$ cat config.mk
export PLATFORM = sky130hd
export DESIGN_NAME = wino_output_stage
export DESIGN_NICKNAME = d
export VERILOG_FILES = /design/src/source/wino_pkg.sv /design/src/source/wino_output_stage.sv
export VERILOG_INCLUDE_DIRS = /design/src /design/src/source
export SDC_FILE = /design/constraint.sdc
export NUM_CORES = 1
export LEC_CHECK = 0
export BUFFER_PORTS_ARGS = -buffer_cell sky130_fd_sc_hd__buf_2
export CAP_MARGIN = 20
export CORE_AREA = 2 2 74 76
export DETAILED_ROUTE_END_ITERATION = 8
export DIE_AREA = 0 0 76 78
export PLACE_DENSITY = 0.91
export SYNTH_ARGS = -nofsm -noshare
export SYNTH_HDL_FRONTEND = slang
export SYNTH_SLANG_ARGS = --single-unit
$ cat constraint.sdc
create_clock -name clk -period 0.8 [get_ports clk]
set_input_delay 0.04 -clock clk [delete_from_list [all_inputs] [get_ports clk]]
set_output_delay 0.04 -clock clk [all_outputs]
set_load 0.1 [all_outputs]
$ cat src/source/wino_defines.svh
`ifndef WINO_DEFINES_SVH
`define WINO_DEFINES_SVH

// Input tile is WINO_IN_ROWS by WINO_IN_ROWS values.
`define WINO_IN_ROWS 6

// Output tile is WINO_OUT_DIM by WINO_OUT_DIM pixels.
`define WINO_OUT_DIM 4

// Width of every transform word, sums wrap at this width.
`define WINO_ACC_W 30

// Output pixel width and the number of fraction bits dropped.
`define WINO_OUT_W 16
`define WINO_FRAC 8

`endif

$ cat src/source/wino_pkg.sv
`default_nettype none

`include "wino_defines.svh"

package wino_pkg;

	// One transform value, wraps modulo 2^WINO_ACC_W.
	typedef logic signed [`WINO_ACC_W-1:0] acc_t;

	// One unsigned output pixel.
	typedef logic [`WINO_OUT_W-1:0] pix_t;

	typedef acc_t acc_vec6_t [`WINO_IN_ROWS];
	typedef acc_t acc_vec4_t [`WINO_OUT_DIM];
	typedef pix_t pix_vec4_t [`WINO_OUT_DIM];

endpackage

`default_nettype wire

$ cat src/source/wino_output_stage.sv
`default_nettype none

`include "wino_defines.svh"

module wino_output_stage (
	input  logic                clk,
	input  logic                i_rst,
	input  logic                i_valid,
	input  wino_pkg::acc_vec4_t i_sum,
	output logic                o_valid,
	output wino_pkg::pix_vec4_t o_pix
);

	import wino_pkg::*;

	pix_t pix_next [`WINO_OUT_DIM];

	// ReLU, then keep the integer bits above the fraction.
	always_comb begin
		for (int i = 0; i < `WINO_OUT_DIM; i++) begin
			if (i_sum[i][`WINO_ACC_W-1]) begin
				pix_next[i] = '0;
			end else begin
				pix_next[i] = i_sum[i][`WINO_FRAC +: `WINO_OUT_W];
			end
		end
	end

	always_ff @(posedge clk) begin
		for (int i = 0; i < `WINO_OUT_DIM; i++) begin
			o_pix[i] <= pix_next[i];
		end
	end

	always_ff @(posedge clk) begin
		if (i_rst) begin
			o_valid <= 1'b0;
		end else begin
			o_valid <= i_valid;
		end
	end

endmodule

`default_nettype wire

==> results.txt <==
The most frequent cell after synthesis is sky130_fd_sc_hd__dfxtp_1. The tools report the first-pass GRT wire length as 10.7 mm. Sequential cells were found to cover 69.1% of the synthesized design area. Walking the worst path, the cells encountered are buf_12. Once detailed placement completed, the half-perimeter wirelength came to 4.07 mm.

Number of hold violations in the final report: 0. The worst path uses 111% of the clock period. Synthesis handed over a netlist of 134 instances. The cell area power density was 1930 nW/um^2; the maximum number of pins on one net before global-route repair was 13. In this run switching power makes up 32.6% of total power. The number of flip-flops and latches in the synthesized netlist is 65, and the data required time of the critical path is 0.76 ns.

The number of stages on the worst setup path works out to 1. The total overflow left after global routing is 0. Summing all non-filler instances in the final layout gives an area of 4540 um^2.

For the endpoint arrival time on the critical path, the log shows 0.85 ns. The chip height is 78 um, and the via count of the routed design is 1735. The run gives 23.7% as the global router's overall resource usage. For the via count of the first global-routing pass, the log shows 1972.

188 I/O pins were placed. The tools report the total nets after synthesis as 257. The logs give 537 um^2 for the multi-input logic area and 0 for the total DRC errors in the routed layout. The number of failing setup endpoints in the final timing report is 65.

The startpoint class of the critical path is a flip-flop. In the final layout, flip-flops and latches occupy 1380 um^2. In this design, the stage delay of the slowest critical-path cell is 0.36 ns. Sorting the synthesized cells by area gives the leading types as sky130_fd_sc_hd__dfxtp_1 (69%), sky130_fd_sc_hd__nor2b_2 (13%), sky130_fd_sc_hd__and2b_2 (11%). The critical path is of the flip-flop to primary output type.

In this run the deepest clock path goes through 2 buffers. The path type of the worst min-delay path was input port to flip-flop. TritonCTS built the clock tree.

The worst setup path is captured at a primary output. The total internal power was 5920 uW; the number of routed nets with antenna violations was 0. Sequential cells burn 41.1% of the power. The flow ran to the end, but the final reports show violations. The largest total area in the synthesized netlist belongs to sky130_fd_sc_hd__dfxtp_1.

Counting distinct cell types in the post-synthesis netlist gives 5. Core occupancy in the finished layout: 90.1%. The transition time of the tightest slew-check pin was 0.230 ns. The worst supply voltage drop on vdd was 0.00147 V. After layout, the design draws a total of 8780 uW. The die covers 5930 um^2. In the final layout, the share of cells above drive strength 1 is 77.2%.

The number of buffers and inverters on the critical path is 1, and the per-instance average area after synthesis is 14.1 um^2. The number of antenna violations at the first check in global routing was 0; the count of pins over their slew limit was 0. Ranked by instance count, the synthesized netlist is headed by sky130_fd_sc_hd__dfxtp_1 (65), sky130_fd_sc_hd__nor2b_2 (28), sky130_fd_sc_hd__and2b_2 (24).

The run gives 0 as the count of yosys warnings during synthesis. Top fanout value on the critical path: 1. The initial detailed-routing violation count was 46. The cell family contributing the most delay on the critical path is flip-flops. Measured against its own limit, the worst slew margin works out to 84.7%. The slowest stage of the critical path belongs to the cell sky130_fd_sc_hd__dfxtp_2. From left edge to right edge, the die measures 76 um. Static timing analysis puts the maximum clock frequency at 1.12 GHz. Routability-driven placement finished with a final weighted congestion of 0.717. In this run the most critical hold path is launched from i_sum[89]. The mapped netlist covers 1880 um^2.

The share of async-settable or async-resettable flops after synthesis is 0%, and the count of nets after finishing is 470. The area growth from synthesis to layout was 141%; the average wire per standard cell was 16.0 um. Port buffering added 135 buffers. The share of the synthesized area in the top cell type was 69.1%; the placeable core region was 5040 um^2.

The post-layout worst setup margin was -0.0911 ns. The CTS root buffer was sky130_fd_sc_hd__clkbuf_8. The count of TritonRoute iterations in the first routing pass was 4; the clock transition at the registers of the reported paths was 0.07 ns. 0 antenna diodes ended up in the layout. The H-tree was split into 3 levels.

Counting flops with a built-in enable in the synthesized netlist gives 0. The checks that failed: setup timing. The initial utilization of the core area, before any placement, comes to 37.3%. Setup repair after global routing could not meet its margin everywhere. In this run the static leakage power is 0.00204 uW. For the wire length after detailed routing, the log shows 6.75 mm. The part of the total power dissipated in combinational logic was 30.6%; the total placed instance area was 3690 um^2.

Row generation in the floorplan step produced 26 rows. Per report_power, the clock group accounts for 28.4% of the total. The total number of clock tree sinks is 65. The capturing element of the worst setup path is o_pix[55].

Counting the fill cells in the layout gives 191. Max-cap violations in this run came to 0. The most used flip-flop cell after synthesis is sky130_fd_sc_hd__dfxtp_1. Summed over all nets, the switching power comes to 2860 uW.

Final hold analysis gives a worst-case slack of 0.0488 ns. The buffer count from post-CTS setup fixing came out at 0. The tools report the launching element of the worst setup path as o_pix[55].

The post-route minimum period was 0.891 ns; the average vias per placed instance was 4.12. The run gives 9 as the CTS buffer count.
what timing repair did:
action / CTS / global route
gates cloned: 0 / 0
resized for setup: 0 / 1
endpoints found under the hold margin: 65 / 0
hold buffers: 67 / 0
endpoints found under the setup margin: 65 / 73
layer usage:
layer,up-vias,global-route usage [%],part of all wire (%)
met5,-,0,0
met3,18,9.07,9.1
met1,791,23.6,36
li1,830,-,-
met4,0,11.6,3.0
met2,96,43.2,52
cell families after synthesis:
kind of cell,after synthesis,share of synthesized area (%)
flip-flops,65,69.1
buffers and inverters,4,2.39
AND/OR/NAND/NOR,65,28.5
state kept, by name, indices dropped and copies added, names as in the netlist:
signal / cells
o_pix: 64
o_valid: 1
per-stage QoR:
step	setup WS (ns)	instances	TNS, ns
final	-0.0911	421	-4.48
after global routing	-0.114	421	-6.20
after CTS	-0.116	421	-6.24
after detailed placement	0.175	339	0
after global placement	0.191	339	0
after floorplan	0.134	134	0
power groups by stage:
stage                     Combinational, uW  Sequential (uW)  Clock (uW)
after floorplan                         200             4850           0
after global placement                 2360             3660           0
after detailed placement               2400             3670           0
after CTS                              2660             3600        2550
after global routing                   2760             3620        2670
final                                  2690             3600        2490
how the worst min path moves through the flow:
stage / end / slack, ns / depth (start not counted)
2_1_floorplan: o_valid / 0.10 / 1
4_1_cts: o_pix[42] / 0.009 / 2
3_5_place_dp: o_valid / 0.21 / 2
5_1_grt: o_pix[42] / 0.05 / 2
3_3_place_gp: o_valid / 0.19 / 2
6_report: o_pix[42] / 0.05 / 2
cell type report:
cell class,instances,share of cell area (%)
Clock buffer,12,3.64
Clock inverter,3,0.330
Multi-Input combinational cell,65,11.8
Sequential cell,65,30.4
Tap cell,70,1.93
Timing Repair Buffer,206,51.9
cell usage in the layout (no fill, tap or decap), drive strengths merged:
cell         count
clkinv           3
dlygate4sd3     67
and2b           24
dfxtp           65
clkbuf          12
buf            139
nor2b           41
Power figures use the tool's default switching activity.
