### src/source/wino_defines.svh
`ifndef WINO_DEFINES_SVH
`define WINO_DEFINES_SVH

// Input tile is WINO_IN_ROWS by WINO_IN_ROWS values.
`define WINO_IN_ROWS 6

// Output tile is WINO_OUT_DIM by WINO_OUT_DIM pixels.
`define WINO_OUT_DIM 4

// Width of every transform word, sums wrap at this width.
`define WINO_ACC_W 30

// Output pixel width and the number of fraction bits dropped.
`define WINO_OUT_W 16
`define WINO_FRAC 8

`endif

### src/source/wino_pkg.sv
`default_nettype none

`include "wino_defines.svh"

package wino_pkg;

	// One transform value, wraps modulo 2^WINO_ACC_W.
	typedef logic signed [`WINO_ACC_W-1:0] acc_t;

	// One unsigned output pixel.
	typedef logic [`WINO_OUT_W-1:0] pix_t;

	typedef acc_t acc_vec6_t [`WINO_IN_ROWS];
	typedef acc_t acc_vec4_t [`WINO_OUT_DIM];
	typedef pix_t pix_vec4_t [`WINO_OUT_DIM];

endpackage

`default_nettype wire

### src/source/wino_at_row.sv
`default_nettype none

`include "wino_defines.svh"

module wino_at_row #(
	parameter int ROW = 0
) (
	input  logic               clk,
	input  logic               i_rst,
	input  logic               i_valid,
	input  wino_pkg::acc_vec6_t i_vec,
	output logic               o_valid,
	output wino_pkg::acc_t      o_sum
);

	import wino_pkg::*;

	acc_t       term [`WINO_IN_ROWS];
	acc_t       pair [3];
	acc_t       mid [2];
	acc_t       sum;
	logic [2:0] valid_pipe;

	// Coefficients of the selected A^T row, all shifts and negations.
	always_comb begin
		for (int c = 0; c < `WINO_IN_ROWS; c++) begin
			term[c] = '0;
		end
		case (ROW)
			0: begin
				term[0] = i_vec[0];
				term[1] = i_vec[1];
				term[2] = i_vec[2];
				term[3] = i_vec[3];
				term[4] = i_vec[4];
			end
			1: begin
				term[1] = i_vec[1];
				term[2] = -i_vec[2];
				term[3] = i_vec[3] <<< 1;
				term[4] = -(i_vec[4] <<< 1);
			end
			2: begin
				term[1] = i_vec[1];
				term[2] = i_vec[2];
				term[3] = i_vec[3] <<< 2;
				term[4] = i_vec[4] <<< 2;
			end
			default: begin
				term[1] = i_vec[1];
				term[2] = -i_vec[2];
				term[3] = i_vec[3] <<< 3;
				term[4] = -(i_vec[4] <<< 3);
				term[5] = i_vec[5];
			end
		endcase
	end

	// Adder tree, pairs first, then the odd pair rides along one level.
	always_ff @(posedge clk) begin
		pair[0] <= term[0] + term[1];
		pair[1] <= term[2] + term[3];
		pair[2] <= term[4] + term[5];
		mid[0]  <= pair[0] + pair[1];
		mid[1]  <= pair[2];
		sum     <= mid[0] + mid[1];
	end

	always_ff @(posedge clk) begin
		if (i_rst) begin
			valid_pipe <= '0;
		end else begin
			valid_pipe <= {valid_pipe[1:0], i_valid};
		end
	end

	assign o_valid = valid_pipe[2];
	assign o_sum   = sum;

	// Fixed latency of three, as long as no reset fell inside the window.
	a_latency : assert property (@(posedge clk) disable iff (i_rst)
		(!$past(i_rst, 1) && !$past(i_rst, 2) && !$past(i_rst, 3))
		|-> (o_valid == $past(i_valid, 3)))
		else $error("o_valid does not follow i_valid by three cycles");

endmodule

`default_nettype wire

### config.mk
export PLATFORM = sky130hd
export DESIGN_NAME = wino_at_row
export DESIGN_NICKNAME = d
export VERILOG_FILES = /design/src/source/wino_pkg.sv /design/src/source/wino_at_row.sv
export VERILOG_INCLUDE_DIRS = /design/src /design/src/source
export SDC_FILE = /design/constraint.sdc
export NUM_CORES = 1
export LEC_CHECK = 0
export BUFFER_PORTS_ARGS = -buffer_cell sky130_fd_sc_hd__buf_2
export CORE_AREA = 2 2 132 134
export DETAILED_ROUTE_END_ITERATION = 10
export DIE_AREA = 0 0 134 136
export MAX_ROUTING_LAYER = met4
export PLACE_DENSITY = 0.86
export SYNTH_ARGS = -nofsm -noshare
export SYNTH_HDL_FRONTEND = slang
export SYNTH_SLANG_ARGS = --single-unit
### constraint.sdc
create_clock -name clk -period 6 [get_ports clk]
set_input_delay 1.2 -clock clk [delete_from_list [all_inputs] [get_ports clk]]
set_output_delay 1.2 -clock clk [all_outputs]
set_load 0.02 [all_outputs]
==> impl_metrics.csv <==
group,metric,value,unit
run_status,status,"finished clean",
yosys,synth_cell_type_count,68,
layout,finalInstanceArea,11600,µm²
yosys,syn-num-nets,1376,
yosys,async_reset_ff_frac,0,
clock_network,postCtsSetupBuffers,0,
flow_run,drv_cap,0,
layout,areaGrowthSynthToFinish,17.4,%
layout,layout-drive-gt1-share,0.180,
placed_design,placed_area,11000,µm²
yosys,ys.flop_type,"dfxtp_1",
detailed_routing,via_per_inst,5.66,
worst_setup_path,crit_path_end_kind,"flip-flop",
floorplan,die_x,134,µm
global_routing,grt_use_total,0.249,
placed_design,dp_hpwl,17100,µm
timing,fmax,273,MHz
worst_setup_path,worstPathMaxFanout,3,
placed_design,pre_cts_slack,1.97,ns
yosys,netlist_top_cells_area,"dfxtp_1 37%, ha_1 15%, xnor2_1 6.7%",
worst_setup_path,cp.arrival,4.02,ns
clock_network,cts_resized,0,
detailed_routing,drt_iter0_markers,563,
yosys,ys_seq_elements,183,
timing,setup_slack,2.33,ns
detailed_routing,drc,0,
clock_network,path_clk_slew,0.06,ns
floorplan,rows,48,
clock_network,h-tree-depth,4,
floorplan,die_y,136,µm
floorplan,io_pins,214,
timing,max_slew_margin,0.599,
worst_setup_path,required,6.36,ns
timing,worst_pin_slew,0.587,ns
worst_setup_path,slowest_stage,"o31ai_1",
detailed_routing,dr_total_vias,8437,
timing,slew_violations,0,
timing,fin_setup_tns,0,ns
hold_path,hp-class,"reg -> reg",
layout,finalNonFillerCells,1490,
yosys,synth_top_area_cell,"dfxtp_1",
yosys,syn_inst,1073,
placed_design,routabilityCongestion,0.927,
worst_setup_path,path_class,"in -> reg",
worst_setup_path,critPathMaxStageDelay,0.47,ns
floorplan,dieArea,18200,µm²
layout,nets,1555,
clock_network,cts_tree,"yes",
clock_network,holdBufCountCts,0,
worst_setup_path,path_delay_family,"compound AO/OA/AOI/OAI gates",
worst_setup_path,path_cells,"buf_2 > ha_1 > inv_1 > fa_1 > nand2b_1 > a211o_1 > a21oi_1 > a41oi_2 > o31ai_1 > a221oi_1 > o21ai_1 > xnor2_1",
global_routing,grt_pass1_wl,35800,µm
detailed_routing,dr.pass1.iters,6,
yosys,synth-edff-count,0,
floorplan,start_util,0.588,
yosys,yosys_warnings,0,
clock_network,clk-insertion-delay-late,0.43,ns
yosys,yosysTopAreaCellShare,0.369,
worst_setup_path,critPathBufInv,2,
global_routing,overflow,0,
timing,clock_skew,0.0121,ns
detailed_routing,ant_nets,0,
layout,n_antenna_cell,0,
placed_design,portBuffers,183,
yosys,yosysSeqAreaShare,0.369,
power,power,0.00518,W
worst_setup_path,startpoint_type,"primary input",
timing,timing.final.setup_violations,0,
clock_network,cts_made_buffers,17,
detailed_routing,wl_per_cell,14.9,µm
yosys,synth_area,9920,µm²
clock_network,cts.sinks,183,
global_routing,grt_pass1_vias,7887,
placed_design,placed_cells,1458,
timing,hold_viol,0,
global_routing,antenna_found_initial,0,
layout,layout_common_cells,"183 x buf_2, 183 x dfxtp_1, 116 x ha_1, 98 x a21oi_1, 76 x xnor2_1",
detailed_routing,drt-total-wl,22200,µm
power,power_density,445,nW/µm²
global_routing,grt_max_degree,17,
worst_setup_path,r2r_slack,2.85,ns
timing,rsz0062_at_grt,"false",
timing,period_share,0.611,
power,leakagePower,5.52,nW
power,irDropWorstVdd,0.000320,V
yosys,avgSynthCellArea,9.24,µm²
clock_network,root_buffer,"clkbuf_16",
timing,fin_crit,3.67,ns
floorplan,core,16900,µm²
clock_network,clockBufferDepth,2,
==> synthesized netlist by cell type (16+ instances only) <==
cell        n
clkbuf_1   23
o21bai_1   18
and3_1     16
a21oi_1    98
nand2_1    59
nand2b_1   16
nor2_1     73
ha_1      116
a21o_1     65
xnor2_1    76
nand3_1    18
nand4_1    16
xor2_1     27
nor2b_1    18
dfxtp_1   183
o21ai_0    51
inv_1      36
==> final timing paths <==
path,cells after the start,endpoint,startpoint
min reg2reg,0,mid[0][44],pair[0][74]
max,12,pair[0][28],i_vec[120]
max reg2reg,11,o_sum[28],mid[0][0]
min,0,mid[0][44],pair[0][74]
==> registers in the layout, summed over array words and instances (netlist names) <==
register / count
valid_pipe: 3
o_sum: 30
pair: 90
mid: 60
==> area by class of cell <==
cell class	instances	area (µm²)
clock buffers	18	439
inverters	36	135
fillers	1312	5240
flip-flops and latches	183	3660
clock inverters	14	173
well taps	225	282
multi-input cells	831	6030
repair buffers	183	916
==> where the power goes <==
part | internal, W | switching [W] | total [W]
Clock | 0.000669 | 0.000461 | 0.00113
Combinational | 0.00102 | 0.00137 | 0.00239
Sequential | 0.00156 | 0.000104 | 0.00167
Total | 0.00325 | 0.00193 | 0.00518
==> stage by stage <==
stage	util	hold WS, ns
2_1_floorplan	-	0.310
3_3_place_gp	0.653	0.311
3_5_place_dp	0.653	0.312
4_1_cts	0.690	0.327
5_1_grt	0.690	0.331
6_report	0.690	0.320
==> kinds of logic after synthesis <==
group                      Yosys count  share of synthesized area
AOI/OAI and AO/OA                  348                      0.232
and+or+nand+nor                    259                      0.130
DFF                                183                      0.369
adders and majority gates          120                      0.154
xor gates and xnor gates           103                     0.0910
buffers and inverters               59                     0.0223
muxes                                1                    0.00101
==> layer usage <==
metal / up-vias / share of wire / global-route usage
met5: - / 0 / -
met4: 0 / 0.011 / 0.0638
met3: 22 / 0.056 / 0.0474
met2: 309 / 0.48 / 0.425
met1: 3842 / 0.45 / 0.303
li1: 4264 / - / -
(Power assumes the default switching activity.)
