`config.mk`:
```
export PLATFORM = sky130hd
export DESIGN_NAME = wino_tile_buffer
export DESIGN_NICKNAME = d
export VERILOG_FILES = /design/src/source/wino_pkg.sv /design/src/source/wino_tile_buffer.sv
export VERILOG_INCLUDE_DIRS = /design/src /design/src/source
export SDC_FILE = /design/constraint.sdc
export NUM_CORES = 2
export LEC_CHECK = 0
export BUFFER_PORTS_ARGS = -buffer_cell sky130_fd_sc_hd__clkbuf_2
export CAP_MARGIN = 20
export CELL_PAD_IN_SITES_DETAIL_PLACEMENT = 2
export CELL_PAD_IN_SITES_GLOBAL_PLACEMENT = 2
export CORE_UTILIZATION = 40
export DETAILED_ROUTE_END_ITERATION = 7
export PLACE_DENSITY_LB_ADDON = 0.05
export SYNTH_ARGS = -nofsm -noshare
export SYNTH_HDL_FRONTEND = slang
export SYNTH_SLANG_ARGS = --single-unit
```
`constraint.sdc`:
```
create_clock -name clk -period 7.9 [get_ports clk]
set_input_delay 0.79 -clock clk [delete_from_list [all_inputs] [get_ports clk]]
set_output_delay 0.79 -clock clk [all_outputs]
set_load 0.02 [all_outputs]
```
`src/source/wino_defines.svh`:
```
`ifndef WINO_DEFINES_SVH
`define WINO_DEFINES_SVH

// Input tile is WINO_IN_ROWS by WINO_IN_ROWS values.
`define WINO_IN_ROWS 6

// Output tile is WINO_OUT_DIM by WINO_OUT_DIM pixels.
`define WINO_OUT_DIM 4

// Width of every transform word, sums wrap at this width.
`define WINO_ACC_W 30

// Output pixel width and the number of fraction bits dropped.
`define WINO_OUT_W 16
`define WINO_FRAC 8

`endif

```
`src/source/wino_pkg.sv`:
```
`default_nettype none

`include "wino_defines.svh"

package wino_pkg;

	// One transform value, wraps modulo 2^WINO_ACC_W.
	typedef logic signed [`WINO_ACC_W-1:0] acc_t;

	// One unsigned output pixel.
	typedef logic [`WINO_OUT_W-1:0] pix_t;

	typedef acc_t acc_vec6_t [`WINO_IN_ROWS];
	typedef acc_t acc_vec4_t [`WINO_OUT_DIM];
	typedef pix_t pix_vec4_t [`WINO_OUT_DIM];

endpackage

`default_nettype wire

```
`src/source/wino_tile_buffer.sv`:
```
`default_nettype none

`include "wino_defines.svh"

module wino_tile_buffer (
	input  logic                clk,
	input  logic                i_rst,
	input  logic                i_accept,
	input  logic                i_wr_valid,
	input  wino_pkg::acc_vec4_t i_wr_row,
	output logic                o_ready,
	output logic                o_rd_valid,
	output wino_pkg::acc_vec6_t o_rd_col
);

	import wino_pkg::*;

	localparam logic [3:0] BANK_ROWS = 4'(`WINO_IN_ROWS);
	localparam logic [3:0] CAPACITY  = 4'(2 * `WINO_IN_ROWS);

	// Two banks of first-pass results, row major.
	acc_t bank [2][`WINO_IN_ROWS][`WINO_OUT_DIM];

	logic [1:0] full;
	logic       wr_bank;
	logic [2:0] wr_row;
	logic       rd_bank;
	logic [2:0] rd_col;
	logic [2:0] in_flight;
	logic [3:0] held;
	logic       wr_last;
	logic       rd_last;

	assign wr_last = i_wr_valid && (wr_row == 3'(`WINO_IN_ROWS - 1));
	assign rd_last = o_rd_valid && (rd_col == 3'(`WINO_OUT_DIM - 1));

	// Rows committed to a bank, including those still in the first pass.
	always_comb begin
		held = {1'b0, wr_row} + {1'b0, in_flight};
		if (full[0]) begin
			held = held + BANK_ROWS;
		end
		if (full[1]) begin
			held = held + BANK_ROWS;
		end
	end

	assign o_ready = (held < CAPACITY);

	always_ff @(posedge clk) begin
		if (i_wr_valid) begin
			for (int c = 0; c < `WINO_OUT_DIM; c++) begin
				bank[wr_bank][wr_row][c] <= i_wr_row[c];
			end
		end
	end

	always_ff @(posedge clk) begin
		if (i_rst) begin
			in_flight <= '0;
		end else begin
			in_flight <= in_flight + {2'b00, i_accept} - {2'b00, i_wr_valid};
		end
	end

	// Fill side.
	always_ff @(posedge clk) begin
		if (i_rst) begin
			wr_bank <= 1'b0;
			wr_row  <= '0;
		end else if (i_wr_valid) begin
			if (wr_last) begin
				wr_bank <= ~wr_bank;
				wr_row  <= '0;
			end else begin
				wr_row <= wr_row + 3'd1;
			end
		end
	end

	// Drain side, one column per cycle while the bank is full.
	always_ff @(posedge clk) begin
		if (i_rst) begin
			rd_bank <= 1'b0;
			rd_col  <= '0;
		end else if (o_rd_valid) begin
			if (rd_last) begin
				rd_bank <= ~rd_bank;
				rd_col  <= '0;
			end else begin
				rd_col <= rd_col + 3'd1;
			end
		end
	end

	// Set and clear never hit the same bank on one edge.
	always_ff @(posedge clk) begin
		if (i_rst) begin
			full <= '0;
		end else begin
			if (wr_last) begin
				full[wr_bank] <= 1'b1;
			end
			if (rd_last) begin
				full[rd_bank] <= 1'b0;
			end
		end
	end

	assign o_rd_valid = full[rd_bank];

	always_comb begin
		for (int r = 0; r < `WINO_IN_ROWS; r++) begin
			o_rd_col[r] = bank[rd_bank][r][rd_col[1:0]];
		end
	end

	a_no_overwrite : assert property (@(posedge clk) disable iff (i_rst)
		i_wr_valid |-> !full[wr_bank])
		else $error("first-pass row written into a full bank");

	a_col_range : assert property (@(posedge clk) disable iff (i_rst)
		rd_col < 3'(`WINO_OUT_DIM))
		else $error("drain column counter out of range");

endmodule

`default_nettype wire

```
==> key figures <==
Run status
  • Status: finished, final reports clean

Global route
  • Initial antenna violation count: 9
  • Vias in the first global route: around 37000
  • Largest net degree at the start of global routing: approximately 120
  • Total track usage: 0.240
  • Gr ovfl total: 0
  • First-pass GRT wire length: between 200000 and 300000 um

Power
  • Lkg Pwr: ~23 nW
  • Pwr Density: 245 mW/mm2
  • Peak supply drop: ~0.19 mV
  • Seq pwr share: 0.516
  • Clock Power Share: 0.431
  • Total chip power: ~17 mW
  • Combinational power share: 0.053
  • P_int: 13.1 mW
  • Net Sw Frac: 0.222
  • Psw: 3.76 mW

Clocking
  • Hold Buf Count CTS: 0
  • CTS sink cnt: around 1500
  • TritonCTS clock tree: yes
  • CTS resizes: 0
  • CTS H-tree lvls: 4
  • Clock slew at the register clock pins of the worst setup and hold paths: 60 ps
  • Root buffer cell: clkbuf_16
  • Clock buffer depth: 3
  • Setup Fix Bufs, Post-CTS: 0
  • Clk Latency, worst-skew pair: ~800 ps
  • CTS Buf Count: about 160

STA
  • Final setup vio count: 0
  • Clock Skew: 22.6 ps
  • Min Tclk post-route: about 4700 ps
  • Peak Freq: ~210 MHz
  • Setup TNS: 0 ps
  • Worst Slack Setup Final: between 3000 and 4000 ps
  • Hold Fails Final Rpt: 0
  • RSZ-0062 raised after global routing: false
  • Fin. max-slew vios: 0
  • Worst slew pin tran: roughly 1100 ps
  • Slew HR: 0.265
  • Final Cycle Share: 0.598

Placed design
  • Setup WS pre-CTS: 3470 ps
  • Dpl cells: about 5700
  • PortBufs: 305
  • DP HPWL: ~110000 um
  • Placer Congestion: 0.735

Yosys
  • Dominant cell type by area after synthesis: edfxtp_1
  • Syn nets: 3664
  • Avg Inst Size Synth: 17.1 um2
  • Post-synth cell types: 34
  • Cell area after synthesis: between 0.06 and 0.07 mm2
  • Gate Count Post-Synth: 3529
  • Flops & latches, synth: about 1500
  • Synth area leaders: edfxtp_1 (71%), mux4_2 (11%), nand2_1 (7.9%)
  • Async S/R FF share, synth: 0
  • Yosys Warn Count: 0
  • Top-area cell type share of the netlist area: 0.715
  • Post-synth EDFFs: approximately 1400
  • Synth Flop Type: edfxtp_1
  • Register area share after synthesis: 0.719

Setup path
  • CP Class: flop to output pin
  • Crit end category: output pin
  • WP data required: between 7000 and 8000 ps
  • Critical path fanouts, max: 10
  • Worst Setup Start Kind: flop
  • Arrival time worst endpoint: between 3000 and 4000 ps

Finish
  • Commonest non-fill, non-tap cell in the layout: edfxtp_1
  • Syn-to-layout area delta: 14.1%
  • # nets final: approximately 4000
  • Fin util: 0.461
  • # fillers: 13811
  • Commonest non-fill, non-tap cells in the layout: edfxtp_1 (1440), nand2_1 (1264), clkbuf_2 (305), mux4_2 (283), mux2_2 (181)
  • Fraction of layout cells with a size suffix above 1: 0.265
  • Layout Cells excl Fill: ~6000

Die
  • Core Area: 0.150 mm2
  • Die width: slightly below 400 um
  • # IOs: a little over 300
  • Die Area: between 0.15 and 0.2 mm2
  • Die height: approximately 390 um
  • Initial Util: 0.403
  • Row Count: approximately 140

Detailed routing
  • DRC viols: 0
  • TritonRoute pass-1 iters: 5
  • WL per Instance: roughly 30 um
  • DRT iter0 DRCs: approximately 2300
  • Vias: 33303
  • Routed Antenna Nets: 0
  • Final Routed Wirelength: between 150000 and 200000 um
  • Vias/cell: 5.53

Hold path
  • Min-Delay Path Class: primary input to flop

Run
  • Maxcap violations: 0
-- Yosys cell counts (all sizes together), types with 3 or more instances --
library cell and count:
clkbuf 54, inv 8, dfxtp 14, nand3 3
nor2b 6, ha 9, a21oi 5, nand2 1266
mux4 360, nor3 3, buf 130, mux2 181
edfxtp 1440, nor2 21, xnor2 7, xor2 3
-- cell families after synthesis --
logic type	count (synthesis)	share of synthesized area
DFF	1454	0.719
and+or+nand+nor	1308	0.0821
muxes	542	0.173
buffers and inverters	192	0.0207
AOI/OAI and AO/OA	12	0.00124
adders and majority gates	11	0.00252
xor gates and xnor gates	10	0.00145
-- registers in the layout, summed over array words and instances, names as in the netlist, named ones only --
name and count:
bank 1440, wr_bank 1, full 2, rd_col 3, in_flight 3, rd_bank 1
wr_row 3
-- power groups by stage --
stage	clock network, mW	registers, mW	logic (mW)
floorplan	0	8.89	0.462
global placement	0	8.88	0.841
detailed placement	0	8.89	0.906
CTS	7.44	8.73	0.915
global route	7.70	8.74	0.978
finish	7.28	8.73	0.898
-- routing by layer --
metal,GRT usage,vias to the layer above,share of wire
met5,0,-,0
met4,0.0534,0,0.018
met3,0.0416,216,0.051
met2,0.405,772,0.50
li1,-,14172,-
met1,0.326,18143,0.43
-- per-stage QoR --
step                hold WS [ps]  area [um2]
global route                 373       69100
finish                       359       69100
floorplan                    437       60500
global placement             449       64000
detailed placement           481       64000
CTS                          290       69000
-- path summary, 6_finish.rpt --
| check | start | end | slack, ps | cells past startpoint |
|---|---|---|---|---|
| worst min register to register | rd_col[2] | rd_col[2] | 490 | 2 |
| worst max register to register | wr_row[0] | bank[1][23] | 3840 | 6 |
| worst max-delay path | wr_row[1] | o_ready | 3170 | 11 |
| worst min-delay path | i_accept | in_flight[0] | 360 | 3 |
-- cell type report --
| type | instances | area [um2] | area share |
|---|---|---|---|
| repair buffers | 362 | 2070 | 0.0299 |
| multi-input cells | 1883 | 15900 | 0.230 |
| well taps | 2016 | 2520 | 0.0365 |
| diodes | 2 | 5.00 | 0.0000725 |
| flip-flops and latches | 1454 | 43500 | 0.630 |
| clock buffers | 213 | 4440 | 0.0642 |
| clock inverters | 81 | 598 | 0.00866 |
| inverters | 8 | 30.0 | 0.000435 |
-- worst max-delay path, cell delays in order (launching register included) --
cell	delay [ps]
dfxtp_1	600
inv_1	250
fa_1	480
xor2_1	210
ha_1	260
mux2_2	280
ha_1	210
nor2b_1	140
xnor2_1	150
xnor2_1	140
o21ai_0	200
clkbuf_2	220
Note: power is estimated with default switching activity, not from simulation.
